<file path="config.mk">
export PLATFORM = sky130hd
export DESIGN_NAME = inst_decoder_top
export DESIGN_NICKNAME = d
export VERILOG_FILES = /design/src/mmix_dec_pkg.sv /design/src/inst_decoder_top.sv /design/src/dec_out_buffer.sv /design/src/dec_dest_rename.sv /design/src/dec_operand_spec.sv /design/src/dec_fetch_stage.sv
export SDC_FILE = /design/constraint.sdc
export NUM_CORES = 1
export LEC_CHECK = 0
export BUFFER_PORTS_ARGS = -buffer_cell sky130_fd_sc_hd__buf_2
export CORE_MARGIN = 8
export CORE_UTILIZATION = 28
export DETAILED_ROUTE_END_ITERATION = 8
export GPL_TIMING_DRIVEN = 0
export HOLD_SLACK_MARGIN = 0.05
export SETUP_SLACK_MARGIN = 0.5
export SKIP_LAST_GASP = 1
export SYNTH_ARGS = -nofsm -noshare
export SYNTH_HDL_FRONTEND = slang
export SYNTH_HIERARCHICAL = 1
export SYNTH_SLANG_ARGS = --single-unit
</file>
<file path="constraint.sdc">
create_clock -name clk -period 14.7 [get_ports clk]
set_input_delay 2.94 -clock clk [delete_from_list [all_inputs] [get_ports clk]]
set_output_delay 2.94 -clock clk [all_outputs]
set_load 0.05 [all_outputs]
</file>
<file path="src/mmix_dec_pkg.sv">
/*
 * MMIX decode front end, shared definitions.
 * Widths, ring mask, opcode constants, the internal operation class,
 * operand specification types and the stream payload structs.
 */
`default_nettype none

package mmix_dec_pkg;

	// widths
	localparam int ADDR_W = 64;
	localparam int INST_W = 32;
	localparam int REG_W = 8;
	localparam int RING_W = 61;

	// local register ring is 256 entries deep
	localparam int LRING_MASK = 255;

	// opcode constants
	localparam logic [7:0] OP_JMP = 8'hF0;
	localparam logic [3:0] WYDE_GROUP = 4'hE;

	// internal operation class
	typedef enum logic [4:0] {
		op_trap, op_add, op_addu, op_sub, op_subu, op_cmp, op_cmpu,
		op_shl, op_shr, op_br, op_pbr, op_cset, op_zset, op_ld, op_st,
		op_or, op_and, op_set, op_jmp
	} iop_e;

	// where an operand value comes from
	typedef enum logic [1:0] {
		SRC_KNOWN = 2'd0,
		SRC_GLOBAL = 2'd1,
		SRC_LOCAL = 2'd2
	} spec_src_e;

	// operand flags, ctl_change is bit 7, z_imm is bit 0
	typedef struct packed {
		logic ctl_change;
		logic rel_addr;
		logic x_dest;
		logic x_src;
		logic y_reg;
		logic y_imm;
		logic z_reg;
		logic z_imm;
	} op_flags_t;

	// operand spec: known value or register index in the global file / local ring
	typedef struct packed {
		logic [ADDR_W-1:0] val;
		spec_src_e src;
		logic [REG_W-1:0] regno;
	} spec_t;

	typedef struct packed {
		logic ren;
		spec_src_e src;
		logic [REG_W-1:0] regno;
	} dest_t;

	// register ring state G, L and O
	typedef struct packed {
		logic [REG_W-1:0] g;
		logic [REG_W-1:0] l;
		logic [RING_W-1:0] o;
	} ring_t;

	typedef struct packed {
		logic [INST_W-1:0] inst;
		logic [ADDR_W-1:0] loc;
		ring_t ring;
	} fetch_t;

	typedef struct packed {
		fetch_t fetch;
		iop_e iop;
		op_flags_t flags;
	} classed_t;

	typedef struct packed {
		logic [ADDR_W-1:0] loc;
		iop_e iop;
		dest_t x;
		spec_t b;
		spec_t y;
		spec_t z;
		logic marginal;
	} decoded_t;

	// global when idx >= G, otherwise a slot in the local ring at O + idx
	function automatic spec_t reg_spec(logic [REG_W-1:0] idx, ring_t ring);
		spec_t s;
		logic [RING_W-1:0] slot;
		slot = (ring.o + RING_W'(idx)) & RING_W'(LRING_MASK);
		s.val = '0;
		if (idx >= ring.g) begin
			s.src = SRC_GLOBAL;
			s.regno = idx;
		end else begin
			s.src = SRC_LOCAL;
			s.regno = slot[REG_W-1:0];
		end
		return s;
	endfunction

endpackage

`default_nettype wire
</file>
<file path="src/inst_decoder_top.sv">
/*
 * MMIX decode front end, top level.
 * Fetch register, combinational operand and X decode, two-entry output
 * buffer, valid/ready streams on both sides.
 */
`timescale 1ns/10ps
`default_nettype none

module inst_decoder_top
	import mmix_dec_pkg::*;
(
	input wire logic clk,
	input wire logic rst,
	input wire logic in_valid,
	output logic in_ready,
	input wire fetch_t in_item,
	output logic out_valid,
	input wire logic out_ready,
	output decoded_t out_item
);

	logic cls_valid;
	classed_t cls_item;
	logic buf_ready;
	spec_t y;
	spec_t z;
	spec_t b;
	dest_t x;
	logic marginal;
	decoded_t dec_item;

	dec_fetch_stage u_fetch (
		.clk (clk),
		.rst (rst),
		.in_valid (in_valid),
		.in_item (in_item),
		.in_ready (in_ready),
		.buf_ready (buf_ready),
		.cls_valid (cls_valid),
		.cls_item (cls_item)
	);

	dec_operand_spec u_operand (
		.cls_item (cls_item),
		.y (y),
		.z (z)
	);

	dec_dest_rename u_rename (
		.cls_item (cls_item),
		.x (x),
		.b (b),
		.marginal (marginal)
	);

	// decoded item straight from the fetch register
	assign dec_item = '{loc: cls_item.fetch.loc, iop: cls_item.iop, x: x, b: b,
		y: y, z: z, marginal: marginal};

	dec_out_buffer u_buffer (
		.clk (clk),
		.rst (rst),
		.dec_valid (cls_valid),
		.dec_item (dec_item),
		.buf_ready (buf_ready),
		.out_valid (out_valid),
		.out_ready (out_ready),
		.out_item (out_item)
	);

endmodule

`default_nettype wire

</file>
<file path="src/dec_out_buffer.sv">
/*
 * Decode output buffer.
 * Two-entry skid buffer between the decoder and the output stream, with
 * a ready that comes from registered occupancy only.
 */
`timescale 1ns/10ps
`default_nettype none

module dec_out_buffer
	import mmix_dec_pkg::*;
(
	input wire logic clk,
	input wire logic rst,
	input wire logic dec_valid,
	input wire decoded_t dec_item,
	output logic buf_ready,
	output logic out_valid,
	input wire logic out_ready,
	output decoded_t out_item
);

	decoded_t entry [0:1];
	logic rd_ptr;
	logic wr_ptr;
	logic [1:0] count;
	logic push;
	logic pop;

	// ready only looks at count, out_ready never reaches upstream
	assign buf_ready = (count != 2'd2);
	assign out_valid = (count != 2'd0);
	assign out_item = entry[rd_ptr];

	assign push = dec_valid && buf_ready;
	assign pop = out_valid && out_ready;

	always_ff @(posedge clk) begin
		if (rst) begin
			count <= 2'd0;
			rd_ptr <= 1'b0;
			wr_ptr <= 1'b0;
		end else begin
			if (push)
				wr_ptr <= ~wr_ptr;
			if (pop)
				rd_ptr <= ~rd_ptr;
			case ({push, pop})
			2'b10: count <= count + 2'd1;
			2'b01: count <= count - 2'd1;
			default: count <= count;
			endcase
		end
	end

	always_ff @(posedge clk) begin
		if (push)
			entry[wr_ptr] <= dec_item;
	end

	// stream rule: held until taken, payload unchanged
	assert property (@(posedge clk) disable iff (rst)
		out_valid && !out_ready |=> out_valid && $stable(out_item));

	// occupancy and pointers agree, never more than two entries
	assert property (@(posedge clk) disable iff (rst)
		count <= 2'd2 && ((count == 2'd1) == (rd_ptr != wr_ptr)));

endmodule

`default_nettype wire

</file>
<file path="src/dec_dest_rename.sv">
/*
 * Register X renaming.
 * Maps X to a global or local-ring destination and to the X source
 * operand, and flags a marginal X between L and G.
 */
`timescale 1ns/10ps
`default_nettype none

module dec_dest_rename
	import mmix_dec_pkg::*;
(
	input wire classed_t cls_item,
	output dest_t x,
	output spec_t b,
	output logic marginal
);

	logic [REG_W-1:0] xx;
	logic resolvable;
	spec_t xs;

	assign xx = cls_item.fetch.inst[23:16];
	assign xs = reg_spec(xx, cls_item.fetch.ring);

	// global or live local, anything else sits in the marginal window
	assign resolvable = (xx >= cls_item.fetch.ring.g) || (xx < cls_item.fetch.ring.l);

	always_comb begin
		x = '{ren: 1'b0, src: SRC_KNOWN, regno: '0};
		b = '{val: '0, src: SRC_KNOWN, regno: '0};
		marginal = 1'b0;
		if (cls_item.flags.x_dest) begin
			if (resolvable) begin
				x.ren = 1'b1;
				x.src = xs.src;
				x.regno = xs.regno;
			end else begin
				marginal = 1'b1;
			end
		end
		// marginal source reads as zero
		if (cls_item.flags.x_src && resolvable)
			b = xs;
	end

	// a marginal X is never installed, neither as dest nor as source
	always_comb begin
		if (marginal)
			assert (!x.ren && b.src == SRC_KNOWN && b.val == '0)
				else $error("marginal X was resolved");
	end

endmodule

`default_nettype wire

</file>
<file path="src/dec_operand_spec.sv">
/*
 * Y and Z operand specification.
 * Resolves immediates and register fields against the ring, builds the
 * wyde immediates and turns relative branch and jump offsets into targets.
 */
`timescale 1ns/10ps
`default_nettype none

module dec_operand_spec
	import mmix_dec_pkg::*;
(
	input wire classed_t cls_item,
	output spec_t y,
	output spec_t z
);

	logic [7:0] op;
	logic [REG_W-1:0] xx;
	logic [REG_W-1:0] yy;
	logic [REG_W-1:0] zz;
	logic [15:0] yz;
	logic [ADDR_W-1:0] loc;
	logic [ADDR_W-1:0] jmp_off;
	logic [ADDR_W-1:0] br_off;
	op_flags_t f;
	ring_t ring;

	assign op = cls_item.fetch.inst[31:24];
	assign xx = cls_item.fetch.inst[23:16];
	assign yy = cls_item.fetch.inst[15:8];
	assign zz = cls_item.fetch.inst[7:0];
	assign yz = cls_item.fetch.inst[15:0];
	assign loc = cls_item.fetch.loc;
	assign f = cls_item.flags;
	assign ring = cls_item.fetch.ring;

	// backward forms have the opcode LSB set, which acts as the sign bit
	assign jmp_off = {{38{op[0]}}, cls_item.fetch.inst[23:0], 2'b00};
	assign br_off = {{46{op[0]}}, yz, 2'b00};

	always_comb begin
		y = '{val: '0, src: SRC_KNOWN, regno: '0};
		z = '{val: '0, src: SRC_KNOWN, regno: '0};
		if (f.rel_addr) begin
			// Y carries the fall-through address
			y.val = loc + 64'd4;
			if (op[7:1] == OP_JMP[7:1])
				z.val = loc + jmp_off;
			else
				z.val = loc + br_off;
		end else begin
			if (f.y_imm)
				y.val = ADDR_W'(yy);
			else if (f.y_reg)
				y = reg_spec(yy, ring);

			if (op[7:4] == WYDE_GROUP) begin
				// low opcode bits pick the wyde position, H first
				case (op[1:0])
				2'd0: z.val = {yz, 48'h0};
				2'd1: z.val = {16'h0, yz, 32'h0};
				2'd2: z.val = {32'h0, yz, 16'h0};
				default: z.val = {48'h0, yz};
				endcase
				// INC/OR/ANDN combine with the old rX
				if (cls_item.iop != op_set)
					y = reg_spec(xx, ring);
			end else if (f.z_imm) begin
				z.val = ADDR_W'(zz);
			end else if (f.z_reg) begin
				z = reg_spec(zz, ring);
			end
		end
	end

endmodule

`default_nettype wire

</file>
<file path="src/dec_fetch_stage.sv">
/*
 * Decode input stage.
 * Accepts fetched items from the valid/ready stream, maps the opcode to an
 * internal operation class and operand flags, and holds the result in a
 * register until the output buffer takes it.
 */
`timescale 1ns/10ps
`default_nettype none

module dec_fetch_stage
	import mmix_dec_pkg::*;
(
	input wire logic clk,
	input wire logic rst,
	input wire logic in_valid,
	input wire fetch_t in_item,
	output logic in_ready,
	input wire logic buf_ready,
	output logic cls_valid,
	output classed_t cls_item
);

	logic [7:0] op;
	logic advance;
	iop_e nxt_iop;
	op_flags_t nxt_flags;

	assign op = in_item.inst[31:24];

	// register is free when empty or drained this cycle
	assign advance = !cls_valid || buf_ready;
	assign in_ready = advance;

	always_comb begin
		nxt_iop = op_trap;
		nxt_flags = '0;
		case (op[7:4])
		4'h2, 4'h3: begin
			// odd opcode is the immediate-Z form
			nxt_flags = op[0] ? 8'h29 : 8'h2a;
			case (op[4:1])
			4'h0: nxt_iop = op_add;
			4'h1: nxt_iop = op_addu;
			4'h2: nxt_iop = op_sub;
			4'h3: nxt_iop = op_subu;
			4'h4, 4'h5, 4'h6, 4'h7: nxt_iop = op_addu;
			4'h8: nxt_iop = op_cmp;
			4'h9: nxt_iop = op_cmpu;
			4'ha: nxt_iop = op_sub;
			4'hb: nxt_iop = op_subu;
			4'hc, 4'hd: nxt_iop = op_shl;
			default: nxt_iop = op_shr;
			endcase
			// NEG family: Y is an immediate
			if (op[7:2] == 6'b001101)
				nxt_flags = op[0] ? 8'h25 : 8'h26;
		end
		4'h4, 4'h5: begin
			nxt_iop = op[4] ? op_pbr : op_br;
			nxt_flags = 8'h50;
		end
		4'h6: begin
			// conditional set also reads X
			nxt_iop = op_cset;
			nxt_flags = op[0] ? 8'h39 : 8'h3a;
		end
		4'h7: begin
			nxt_iop = op_zset;
			nxt_flags = op[0] ? 8'h29 : 8'h2a;
		end
		4'h8: begin
			nxt_iop = op_ld;
			nxt_flags = op[0] ? 8'h29 : 8'h2a;
		end
		4'ha: begin
			// store data comes from X
			nxt_iop = op_st;
			nxt_flags = op[0] ? 8'h19 : 8'h1a;
		end
		4'hc: begin
			nxt_iop = op[3] ? op_and : op_or;
			nxt_flags = op[0] ? 8'h29 : 8'h2a;
		end
		WYDE_GROUP: begin
			// SETx writes X only, INCx/ORx/ANDNx also read it
			case (op[3:2])
			2'b00: nxt_iop = op_set;
			2'b01: nxt_iop = op_addu;
			2'b10: nxt_iop = op_or;
			default: nxt_iop = op_and;
			endcase
			nxt_flags = (op[3:2] == 2'b00) ? 8'h20 : 8'h30;
		end
		4'hf: begin
			if (op[7:1] == OP_JMP[7:1]) begin
				nxt_iop = op_jmp;
				nxt_flags = 8'hc0;
			end
		end
		default: begin
			nxt_iop = op_trap;
			nxt_flags = '0;
		end
		endcase
	end

	always_ff @(posedge clk) begin
		if (rst)
			cls_valid <= 1'b0;
		else if (advance)
			cls_valid <= in_valid;
	end

	// payload register, loaded only on accept
	always_ff @(posedge clk) begin
		if (advance && in_valid)
			cls_item <= '{fetch: in_item, iop: nxt_iop, flags: nxt_flags};
	end

	// a stalled item stays put until the buffer takes it
	assert property (@(posedge clk) disable iff (rst)
		cls_valid && !buf_ready |=> cls_valid && $stable(cls_item));

endmodule

`default_nettype wire

</file>
==> results of run 1 <==
[layer usage]
layer | global-route usage [%] | routed length (um) | vias to the layer above
li1 | - | - | 10769
met1 | 20.3 | 49400 | 11310
met2 | 24.8 | 52000 | 741
met3 | 4.07 | 8120 | 177
met4 | 5.20 | 3570 | 12
met5 | 0 | 80 | -
[cell usage in the layout, fill, tap and decap left out, types with 26 or more instances in the layout]
master                      count
sky130_fd_sc_hd__buf_2        438
sky130_fd_sc_hd__o21ai_0       87
sky130_fd_sc_hd__inv_1         58
sky130_fd_sc_hd__nand4_1       29
sky130_fd_sc_hd__edfxtp_1     738
sky130_fd_sc_hd__a21o_1        47
sky130_fd_sc_hd__nor2b_1       26
sky130_fd_sc_hd__nand2_1      161
sky130_fd_sc_hd__clkbuf_1      43
sky130_fd_sc_hd__nor2_1       137
sky130_fd_sc_hd__nand3_1       52
sky130_fd_sc_hd__a21oi_1      125
sky130_fd_sc_hd__xnor2_1       60
sky130_fd_sc_hd__buf_4         66
sky130_fd_sc_hd__mux2_2       283
sky130_fd_sc_hd__clkbuf_16     90
sky130_fd_sc_hd__ha_1         141
sky130_fd_sc_hd__xor2_1        62
sky130_fd_sc_hd__buf_6         32
sky130_fd_sc_hd__o22ai_1       33
sky130_fd_sc_hd__conb_1        64
sky130_fd_sc_hd__mux2i_1       26
[flip-flops by register name, summed over array words and instances (netlist names), named ones only]
register / cells
u_buffer/entry: 606
u_fetch/cls_item: 132
u_buffer/count: 2
u_buffer/rd_ptr: 1
u_buffer/wr_ptr: 1
u_fetch/cls_valid: 1
[power by group through the flow]
stage / sequential, W / clock [W] / combinational, W
finish: 0.00263 / 0.00217 / 0.00235
global route: 0.00264 / 0.00232 / 0.00248
CTS: 0.00263 / 0.00225 / 0.00239
detailed placement: 0.00268 / 0 / 0.00238
global placement: 0.00275 / 0 / 0.00235
floorplan: 0.00267 / 0 / 0.00172
[layout make-up]
type	count	area [sq um]	share of cell area (%)
clock buffers	100	2290	5.26
diodes	5	12.5	0.0288
plain buffers	151	1130	2.59
inverters	61	236	0.544
flip-flops and latches	744	22300	51.2
multi-input cells	1651	12400	28.6
repair buffers	440	2450	5.63
well taps	1662	2080	4.78
clock inverters	60	576	1.32
[final timing paths]
path / cells after the start / startpoint / slack [ns] / end
min: 0 / u_fetch/cls_item[8]$_DFFE_PP_ / 0.48 / u_buffer/entry[0][234]$_DFFE_PP_
max: 13 / u_fetch/cls_item[178]$_DFFE_PP_ / 9.21 / u_buffer/entry[1][41]$_DFFE_PP_
max reg2reg: 13 / u_fetch/cls_item[178]$_DFFE_PP_ / 9.21 / u_buffer/entry[1][41]$_DFFE_PP_
min reg2reg: 0 / u_fetch/cls_item[8]$_DFFE_PP_ / 0.48 / u_buffer/entry[0][234]$_DFFE_PP_
[worst reg2reg max path: cells and delay by family (launching register included)]
family	cells	cell delay, ns
and+or+nand+nor	3	1.04
DFF	1	0.91
xor gates and xnor gates	1	0.09
adders and majority gates	1	0.40
buffers and inverters	2	0.77
AOI/OAI and AO/OA	6	2.00
[stage by stage]
stage          worst slack [ns]  power (W)  util [%]  cells  instance area [sq um]
4_1_cts                    9.13    0.00727      34.1   4868                  43500
5_1_grt                    8.92    0.00745      34.1   4871                  43500
2_1_floorplan              6.46    0.00439         -   2607                  36100
3_3_place_gp               1.13    0.00510      31.6   4697                  40300
6_report                   9.21    0.00716      34.2   4874                  43500
3_5_place_dp               9.15    0.00505      31.9   4708                  40600
==> impl_metrics.tcl, run 1 <==
set metrics [dict create \
    die_w_um 374 \
    via_density 4.72 \
    setup_repair_after_global_routing_missed_its_margin "no" \
    grt_pass1_wl_um 159000 \
    maxClockFrequency_mhz 182 \
    clock_transition_at_the_register_clock_pins_on_the_worst_setup_and_hold_paths_after_cts_ns 0.06 \
    initial_drc_count 1715 \
    core_sq_um 127000 \
    timing.max_cap.violations 0 \
    area_delta_synth_final_pct 21.4 \
    grt_max_degree 104 \
    initial_core_util_pct 28.1 \
    static-leakage-power_nw 16.2 \
    first_global_vias 22861 \
    total_switching_power_w 0.00265 \
    ports_placed_on_the_boundary 482 \
    internal_power_w 0.00451 \
    nFillCells 12537 \
    hpwlAfterDp_um 83900 \
    die-area_sq_um 140000 \
    hold_path.class "flop to flop" \
    yosysWarningCount 6 \
    detail_route.drc_violations 0 \
    setup_viol 0 \
    floorplan.die.height_um 374 \
    max-vdd-ir-drop_mv 0.138 \
    gp_congestion 0.889 \
    cp-end-kind "flop" \
    postCtsResizedCells 0 \
    sequentialPowerShare_pct 36.8 \
    post-route-min-period_ns 5.49 \
    wirelength_um 113000 \
    report.final.slew_viol_count 0 \
    antenna_found_initial 16 \
    ant_nets 0 \
    cts_buffers 88 \
    sw_frac_of_total_pct 37.0 \
    cts_tree "done" \
    worst-path-buf-inv 2 \
    synth.cell_area_sq_um 35800 \
    post_route_cells_drive_above_1_share_pct 31.9 \
    gr_overflow_total 0 \
    worst_path_max_delay_cell "sky130_fd_sc_hd__edfxtp_1" \
    syn-instance-count 2544 \
    ctsHoldBuffers 0 \
    summed_negative_setup_slack_over_all_endpoints_ns 0 \
    worst_pin_slew_ns 1.07 \
    status "completed" \
    cp.required_ns 15.07 \
    dr.pass1.iters 6 \
    cpPeakStageDelay_ns 0.91 \
    fin_worst_skew_ns 0.0268 \
    timing_worst_setup_path_type "flop to flop" \
    timing.critical_path.fanout_max 21 \
    clock-root-buffer "sky130_fd_sc_hd__clkbuf_16" \
    worst_hold_slack_ns 0.477 \
    core.rowCount 131 \
    crit_path_start_kind "flop" \
    cts_sinks 744 \
    worst_path_most_repeated_cell "sky130_fd_sc_hd__o21ai_0" \
    wl_per_cell_um 23.2 \
    worst_skew_pair.late_latency_ns 0.68 \
    worst-endpoint-arrival_ns 5.86 \
    ctsHtreeMaxLevel 3 \
    pwr-share-comb_pct 32.9 \
    worstPathCellList "buf_16 -> clkbuf_1 -> nand2_1 -> o21ai_0 -> ha_1 -> and4_1 -> nor4_1 -> o31ai_1 -> a32oi_1 -> o21bai_1 -> a21oi_1 -> xor2_1 -> o21ai_0" \
    io_buffers 428 \
    final-hold-violation-count 0 \
    slew-limit-headroom_pct 28.4 \
    postCtsSetupBuffers 0 \
    gr-usage-all-layers_pct 15.5 \
    routed-via-count 23009 \
    crit_family "compound AO/OA/AOI/OAI gates" \
    synth.avg_cell_area_sq_um 14.1 \
    final_worst_path_cycle_share_pct 37.3 \
    power_per_cell_area_nw_per_um2 165 \
    clock_power_share_pct 30.4 \
    clock_tree.buffer_depth 3 \
    final_net_count 3460 \
]
Note: power is estimated with default switching activity, not from simulation.
==> run 2: changes to the inputs <==
Clock period 14.7 ns to 4.7 ns, I/O delays scaled along.
==> run 2 against run 1 <==
Net effect:
- clock power increased to 3.2 times the previous value
- final cell count increased by 0.10%
- clock-buffer cell count decreased by 3
- hold slack got worse by 0.039 ns
- register-to-register slack got worse by 8.6 ns
- sequential power increased to 3.1 times the previous value
- clock skew about the same
- setup slack got worse by 8.6 ns
- via count increased by 0.27%
- critical path type unchanged
- critical endpoint is now u_buffer/entry[1][43]$_DFFE_PP_
==> impl_metrics.tcl, run 2 (synthesis results as in run 1) <==
set metrics [dict create \
    worst_skew_pair.late_latency_ns 0.68 \
    multi_input_gate_area_sq_um 12600 \
    worst-endpoint-arrival_ns 4.53 \
    worstPathCellList "nor4b_4 -> nand2_1 -> nand2_2 -> o21ai_1 -> ha_2 -> inv_1 -> nor2_1 -> nor4_2 -> o31ai_1 -> a32oi_2 -> a211o_1 -> a21oi_1 -> nor2_1 -> xor2_1 -> o21ai_0" \
    cts_sinks 744 \
    die-area_sq_um 140000 \
    timing_worst_setup_path_type "flop to flop" \
    gr-usage-all-layers_pct 15.5 \
    post_route_cells_drive_above_1_share_pct 32.8 \
    core.rowCount 131 \
    die_w_um 374 \
    final-hold-violation-count 0 \
    wirelength_um 113000 \
    setup_repair_after_global_routing_missed_its_margin "yes" \
    max-vdd-ir-drop_mv 0.339 \
    hpwlAfterDp_um 84300 \
    post-route-worst-setup-slack_ns 0.563 \
    power.total_w 0.0225 \
    worst_path_max_delay_cell "sky130_fd_sc_hd__ha_2" \
    io_buffers 428 \
    layout_common_cells "sky130_fd_sc_hd__edfxtp_1, sky130_fd_sc_hd__buf_2, sky130_fd_sc_hd__mux2_2" \
    post-route-min-period_ns 4.14 \
    core_sq_um 127000 \
    ff2ff_setup_slack_ns 0.56 \
    worst_pin_slew_ns 1.05 \
    placement.cell_area_sq_um 40800 \
    floorplan.die.height_um 374 \
    setup_viol 0 \
    r2r_cells 15 \
    layout.cell_area.non_filler_sq_um 43800 \
    final_common_cell "sky130_fd_sc_hd__edfxtp_1" \
    place_worst_setup_slack_ns -0.815 \
    routed-via-count 23070 \
    worstReg2RegStart "u_fetch/cls_item[181]$_DFFE_PP_" \
    cp.required_ns 5.09 \
    initial_core_util_pct 28.1 \
    timing.critical_path.fanout_max 8 \
    first_global_vias 22898 \
    clock-root-buffer "sky130_fd_sc_hd__clkbuf_16" \
    status "completed" \
    report.final.slew_viol_count 0 \
    dr.pass1.iters 7 \
    fin_worst_skew_ns 0.0269 \
    ctsHtreeMaxLevel 3 \
    final_net_count 3470 \
    crit_path_start_kind "flop" \
    hold_path_end "u_fetch/cls_item[17]$_DFFE_PP_" \
    grt_max_degree 65 \
    power_per_cell_area_nw_per_um2 514 \
    largest_registers "u_buffer/entry (606), u_fetch/cls_item (132), u_buffer/count (2)" \
    grt_pass1_wl_um 159000 \
    wl_per_cell_um 23.1 \
    maxClockFrequency_mhz 242 \
    static-leakage-power_nw 16.4 \
    ant_nets 0 \
    antenna_found_initial 12 \
    min_path_cells 1 \
    cts_buffers 85 \
    gp_congestion 0.871 \
    nFillCells 12438 \
    via_density 4.73 \
    timing.rr.end "u_buffer/entry[1][43]$_DFFE_PP_" \
    final_worst_path_cycle_share_pct 88.0 \
    initial_drc_count 1746 \
    hold_path.class "primary input to flop" \
    clock_transition_at_the_register_clock_pins_on_the_worst_setup_and_hold_paths_after_cts_ns 0.06 \
    cts_tree "done" \
    largest_register_ffs 606 \
    ff_latch_area_sq_um 22300 \
    registers.top_by_ff_count "u_buffer/entry" \
    worst_path_most_repeated_cell "sky130_fd_sc_hd__nor2_1" \
    timing.hold.worst.start "in_item[4]" \
    cpPeakStageDelay_ns 0.42 \
    cp-end-kind "flop" \
    timing.max_cap.violations 0 \
    ports_placed_on_the_boundary 482 \
    detail_route.drc_violations 0 \
    area_delta_synth_final_pct 22.3 \
    gr_overflow_total 0 \
    slew-limit-headroom_pct 29.9 \
    clock_tree.buffer_depth 3 \
]
[run 2: cell count changes in the layout (fill, tap and decap cells not counted), sizes merged]
cell	previous run	this run
bufinv	9	14
inv	67	63
clkbuf	141	137
buf	550	564
clkinv	39	33
[run 2: layout make-up]
| class | instances | area share (%) |
|---|---|---|
| clock inverters | 55 | 1.49 |
| clock buffers | 97 | 5.05 |
| multi-input cells | 1651 | 28.7 |
| repair buffers | 453 | 6.00 |
| plain buffers | 151 | 2.58 |
| diodes | 5 | 0.0286 |
| flip-flops and latches | 744 | 50.8 |
| well taps | 1662 | 4.75 |
| inverters | 61 | 0.531 |
[run 2: worst max-delay path by stage]
stage | from | to | cells after the start | slack [ns]
finish | u_fetch/cls_item[181]$_DFFE_PP_ | u_buffer/entry[1][43]$_DFFE_PP_ | 15 | 0.56
CTS | u_fetch/cls_item[181]$_DFFE_PP_ | u_buffer/entry[1][74]$_DFFE_PP_ | 15 | 0.49
global route | u_fetch/cls_item[181]$_DFFE_PP_ | u_buffer/entry[0][43]$_DFFE_PP_ | 15 | 0.50
global placement | u_buffer/count[1]$_SDFFE_PP0P_ | u_buffer/entry[0][217]$_DFFE_PP_ | 3 | -4.51
floorplan | u_buffer/count[0]$_SDFFE_PP0P_ | u_buffer/entry[0][0]$_DFFE_PP_ | 3 | -0.84
detailed placement | u_fetch/cls_item[179]$_DFFE_PP_ | u_buffer/entry[1][74]$_DFFE_PP_ | 15 | -0.81
[run 2: repair_timing]
item | 4_1_cts | 5_1_grt
pin swaps | 3 | 8
hold buffers | 0 | 0
buffers inserted | 4 | 2
gates resized for setup | 11 | 18
hold endpoints to repair | 0 | 0
setup endpoints to repair | 86 | 30
[run 2: where the power goes]
group | total, W | switching [W] | internal (W)
combinational | 0.00741 | 0.00521 | 0.00220
sequential | 0.00822 | 0.000287 | 0.00794
clock | 0.00687 | 0.00272 | 0.00415
total | 0.0225 | 0.00822 | 0.0143
[run 2: per-layer routing]
layer | vias up | global-route usage (%) | routed length, um
li1 | 10790 | - | -
met1 | 11443 | 20.4 | 49400
met2 | 677 | 25.1 | 52400
met3 | 156 | 4.03 | 7570
met4 | 4 | 4.61 | 3230
met5 | - | 0 | 27
[run 2: critical path: cells and delay by family (launching register included)]
| family | cells | cell delay (ns) |
|---|---|---|
| xor+xnor | 1 | 0.15 |
| simple gates | 6 | 0.96 |
| flops | 1 | 0.41 |
| fa+ha+maj | 1 | 0.42 |
| compound gates | 6 | 1.85 |
| buf+inv | 1 | 0.09 |
[run 2: through the flow]
stage                     hold WS, ns  util, %  cells  setup TNS [ns]
final                           0.438     34.4   4879               0
after detailed placement        0.489     32.0   4716          -31.43
after global routing            0.390     34.4   4875               0
after floorplan                 0.436        -   2607         -255.33
after CTS                       0.359     34.3   4872               0
after global placement          0.484     31.7   4697        -2159.64
==> run 3: changes to the inputs <==
Settings changed: ABC_AREA set to 1.
==> run 3 against run 2 <==
Net effect:
- power down 14%
- first-iteration DRC count rose by 28%
- setup slack improved by 0.22 ns
- register-to-register slack better by 0.22 ns
- non-clock buffer count shrank 22
- clock skew increased by 0.0063 ns
- routed wire length rose by 18%
- flip-flop and latch count unchanged
- synthesized area increased by 11%
- clock power fell by 6.0%
- largest cell class unchanged
==> impl_metrics.tcl, run 3 <==
set metrics [dict create \
    multi_input_gate_area_sq_um 15000 \
    worstPathCellList "inv_1 -> nand2_1 -> or4_1 -> clkbuf_1 -> nand2_1 -> o21ai_0 -> inv_1 -> ha_1 -> nand2_1 -> inv_1 -> nand2_1 -> nand2_1 -> a21oi_1 -> nand3_1 -> nand2_1 -> nand3b_1 -> nand3_1 -> nand2_1" \
    worst_path_most_repeated_cell "sky130_fd_sc_hd__nand2_1" \
    power_per_cell_area_nw_per_um2 405 \
    ports_placed_on_the_boundary 482 \
    hpwlAfterDp_um 106000 \
    clock_transition_at_the_register_clock_pins_on_the_worst_setup_and_hold_paths_after_cts_ns 0.06 \
    worstReg2RegStart "u_fetch/cls_item[179]$_DFFE_PP_" \
    grtUsageMet3_pct 2.88 \
    ff_latch_area_sq_um 22300 \
    final_common_cell "sky130_fd_sc_hd__nand2_1" \
    wirelength_um 133000 \
    dr.pass1.iters 6 \
    hold_path_end "u_fetch/cls_item[79]$_DFFE_PP_" \
    min_path_cells 1 \
    core_sq_um 142000 \
    synth.avg_cell_area_sq_um 10.8 \
    cts_sinks 744 \
    die_w_um 394 \
    gr-usage-all-layers_pct 16.5 \
    worst_skew_pair.late_latency_ns 0.69 \
    grtUsageMet2_pct 28.9 \
    layout_common_cells "sky130_fd_sc_hd__nand2_1, sky130_fd_sc_hd__edfxtp_1, sky130_fd_sc_hd__inv_1" \
    final_net_count 4641 \
    clock_tree.buffer_depth 3 \
    final_worst_path_cycle_share_pct 83.4 \
    setup_repair_after_global_routing_missed_its_margin "no" \
    ff2ff_setup_slack_ns 0.78 \
    cp-end-kind "flop" \
    placement.cell_area_sq_um 45300 \
    synth.cell_area_sq_um 40000 \
    max-vdd-ir-drop_mv 0.259 \
    largest_register_ffs 606 \
    detail_route.drc_violations 0 \
    top_usage_layer "met2" \
    place_worst_setup_slack_ns 0.588 \
    status "completed" \
    r2r_cells 18 \
    crit_path_start_kind "flop" \
    worst_path_max_delay_cell "sky130_fd_sc_hd__or4_1" \
    core.rowCount 138 \
    post-route-min-period_ns 3.92 \
    wl_per_cell_um 21.2 \
    ctsHoldBuffers 0 \
    worst_pin_slew_ns 1.35 \
    crit_family "simple AND/OR/NAND/NOR gates" \
    gp_congestion 0.940 \
    largest_registers "u_buffer/entry (606), u_fetch/cls_item (132), u_buffer/count (2)" \
    slew-limit-headroom_pct 8.53 \
    fin_worst_skew_ns 0.0331 \
    ant_nets 0 \
    layout.cell_area.non_filler_sq_um 48100 \
    nFillCells 14386 \
    registers.top_by_ff_count "u_buffer/entry" \
    floorplan.die.height_um 394 \
    report.final.slew_viol_count 0 \
    worst-endpoint-arrival_ns 4.32 \
    timing.rr.end "u_buffer/entry[1][51]$_DFFE_PP_" \
    syn-instance-count 3708 \
    area_delta_synth_final_pct 20.3 \
    timing.hold.worst.start "in_item[66]" \
    timing.critical_path.fanout_max 9 \
    gr-usage-met1_pct 20.5 \
    worst-path-buf-inv 4 \
    post_route_cells_drive_above_1_share_pct 24.2 \
    ctsHtreeMaxLevel 3 \
    timing.max_cap.violations 0 \
    via_density 4.52 \
    cts_tree "done" \
    routed-via-count 28346 \
    summed_negative_setup_slack_over_all_endpoints_ns 0 \
    cp.required_ns 5.10 \
    gr_overflow_total 0 \
    maxClockFrequency_mhz 255 \
    post-route-worst-setup-slack_ns 0.782 \
    initial_drc_count 2236 \
    antenna_found_initial 4 \
    static-leakage-power_nw 20.9 \
    grt_max_degree 31 \
    yosysWarningCount 6 \
    grt_pass1_wl_um 190000 \
    io_buffers 428 \
    first_global_vias 28097 \
    cpPeakStageDelay_ns 0.59 \
    cts_buffers 87 \
    die-area_sq_um 155000 \
    clock-root-buffer "sky130_fd_sc_hd__clkbuf_16" \
    timing_worst_setup_path_type "flop to flop" \
    setup_viol 0 \
    hold_path.class "primary input to flop" \
    initial_core_util_pct 28.2 \
    final-hold-violation-count 0 \
]
## run 3: where the power goes
part	leakage (nW)	internal (W)	switching (W)
logic	12.6	0.00154	0.00343
registers	6.97	0.00777	0.000259
clock network	1.32	0.00371	0.00276
## run 3: routing by layer
layer | wire length [um] | vias up | share of wire (%)
li1 | - | 13604 | -
met1 | 55400 | 13679 | 42
met2 | 65500 | 892 | 49
met3 | 8040 | 171 | 6.1
met4 | 3840 | 0 | 2.9
met5 | 0 | - | 0
## run 3: worst max-delay path by stage
stage | cells past startpoint | start | end | slack (ns)
global placement | 4 | u_buffer/count[0]$_SDFFE_PP0P_ | u_buffer/entry[0][207]$_DFFE_PP_ | -3.93
global route | 17 | u_fetch/cls_item[179]$_DFFE_PP_ | u_buffer/entry[0][38]$_DFFE_PP_ | 0.59
floorplan | 4 | u_buffer/count[0]$_SDFFE_PP0P_ | u_buffer/entry[0][0]$_DFFE_PP_ | -0.76
detailed placement | 17 | u_fetch/cls_item[179]$_DFFE_PP_ | u_buffer/entry[0][50]$_DFFE_PP_ | 0.59
finish | 18 | u_fetch/cls_item[179]$_DFFE_PP_ | u_buffer/entry[1][51]$_DFFE_PP_ | 0.78
CTS | 17 | u_fetch/cls_item[179]$_DFFE_PP_ | u_buffer/entry[0][50]$_DFFE_PP_ | 0.57
## run 3: cell type report
class                           instances  area share [%]
Sequential cell                       744            46.3
Multi-Input combinational cell       2366            31.1
Timing Repair Buffer                  458            5.73
Tap cell                             1890            4.92
Clock buffer                          104            4.75
Inverter                              537            4.20
Buffer                                124            2.06
Clock inverter                         52           0.882
Antenna cell                            3          0.0156
## run 3: stage by stage
| step | hold slack (ns) | cells | power [W] | util [%] |
|---|---|---|---|---|
| 3_3_place_gp | 0.453 | 6089 | 0.0131 | 31.6 |
| 5_1_grt | 0.391 | 6277 | 0.0202 | 34.0 |
| 6_report | 0.424 | 6278 | 0.0194 | 34.0 |
| 2_1_floorplan | 0.436 | 3771 | 0.0117 | - |
| 3_5_place_dp | 0.450 | 6118 | 0.0132 | 32.0 |
| 4_1_cts | 0.346 | 6274 | 0.0197 | 33.9 |
## run 3: worst register-to-register path: cells and delay by family (launching register included)
family,cells,cell delay [ns]
AO/OA/AOI/OAI,2,0.49
adder cells (fa/ha/maj),1,0.26
buffers and inverters,4,0.51
flip-flops,1,0.39
AND/OR/NAND/NOR,11,1.99
## run 3: timing repair
item,in CTS,in global routing
setup buffers,0,1
resized for setup,0,4
setup endpoints to repair,0,30
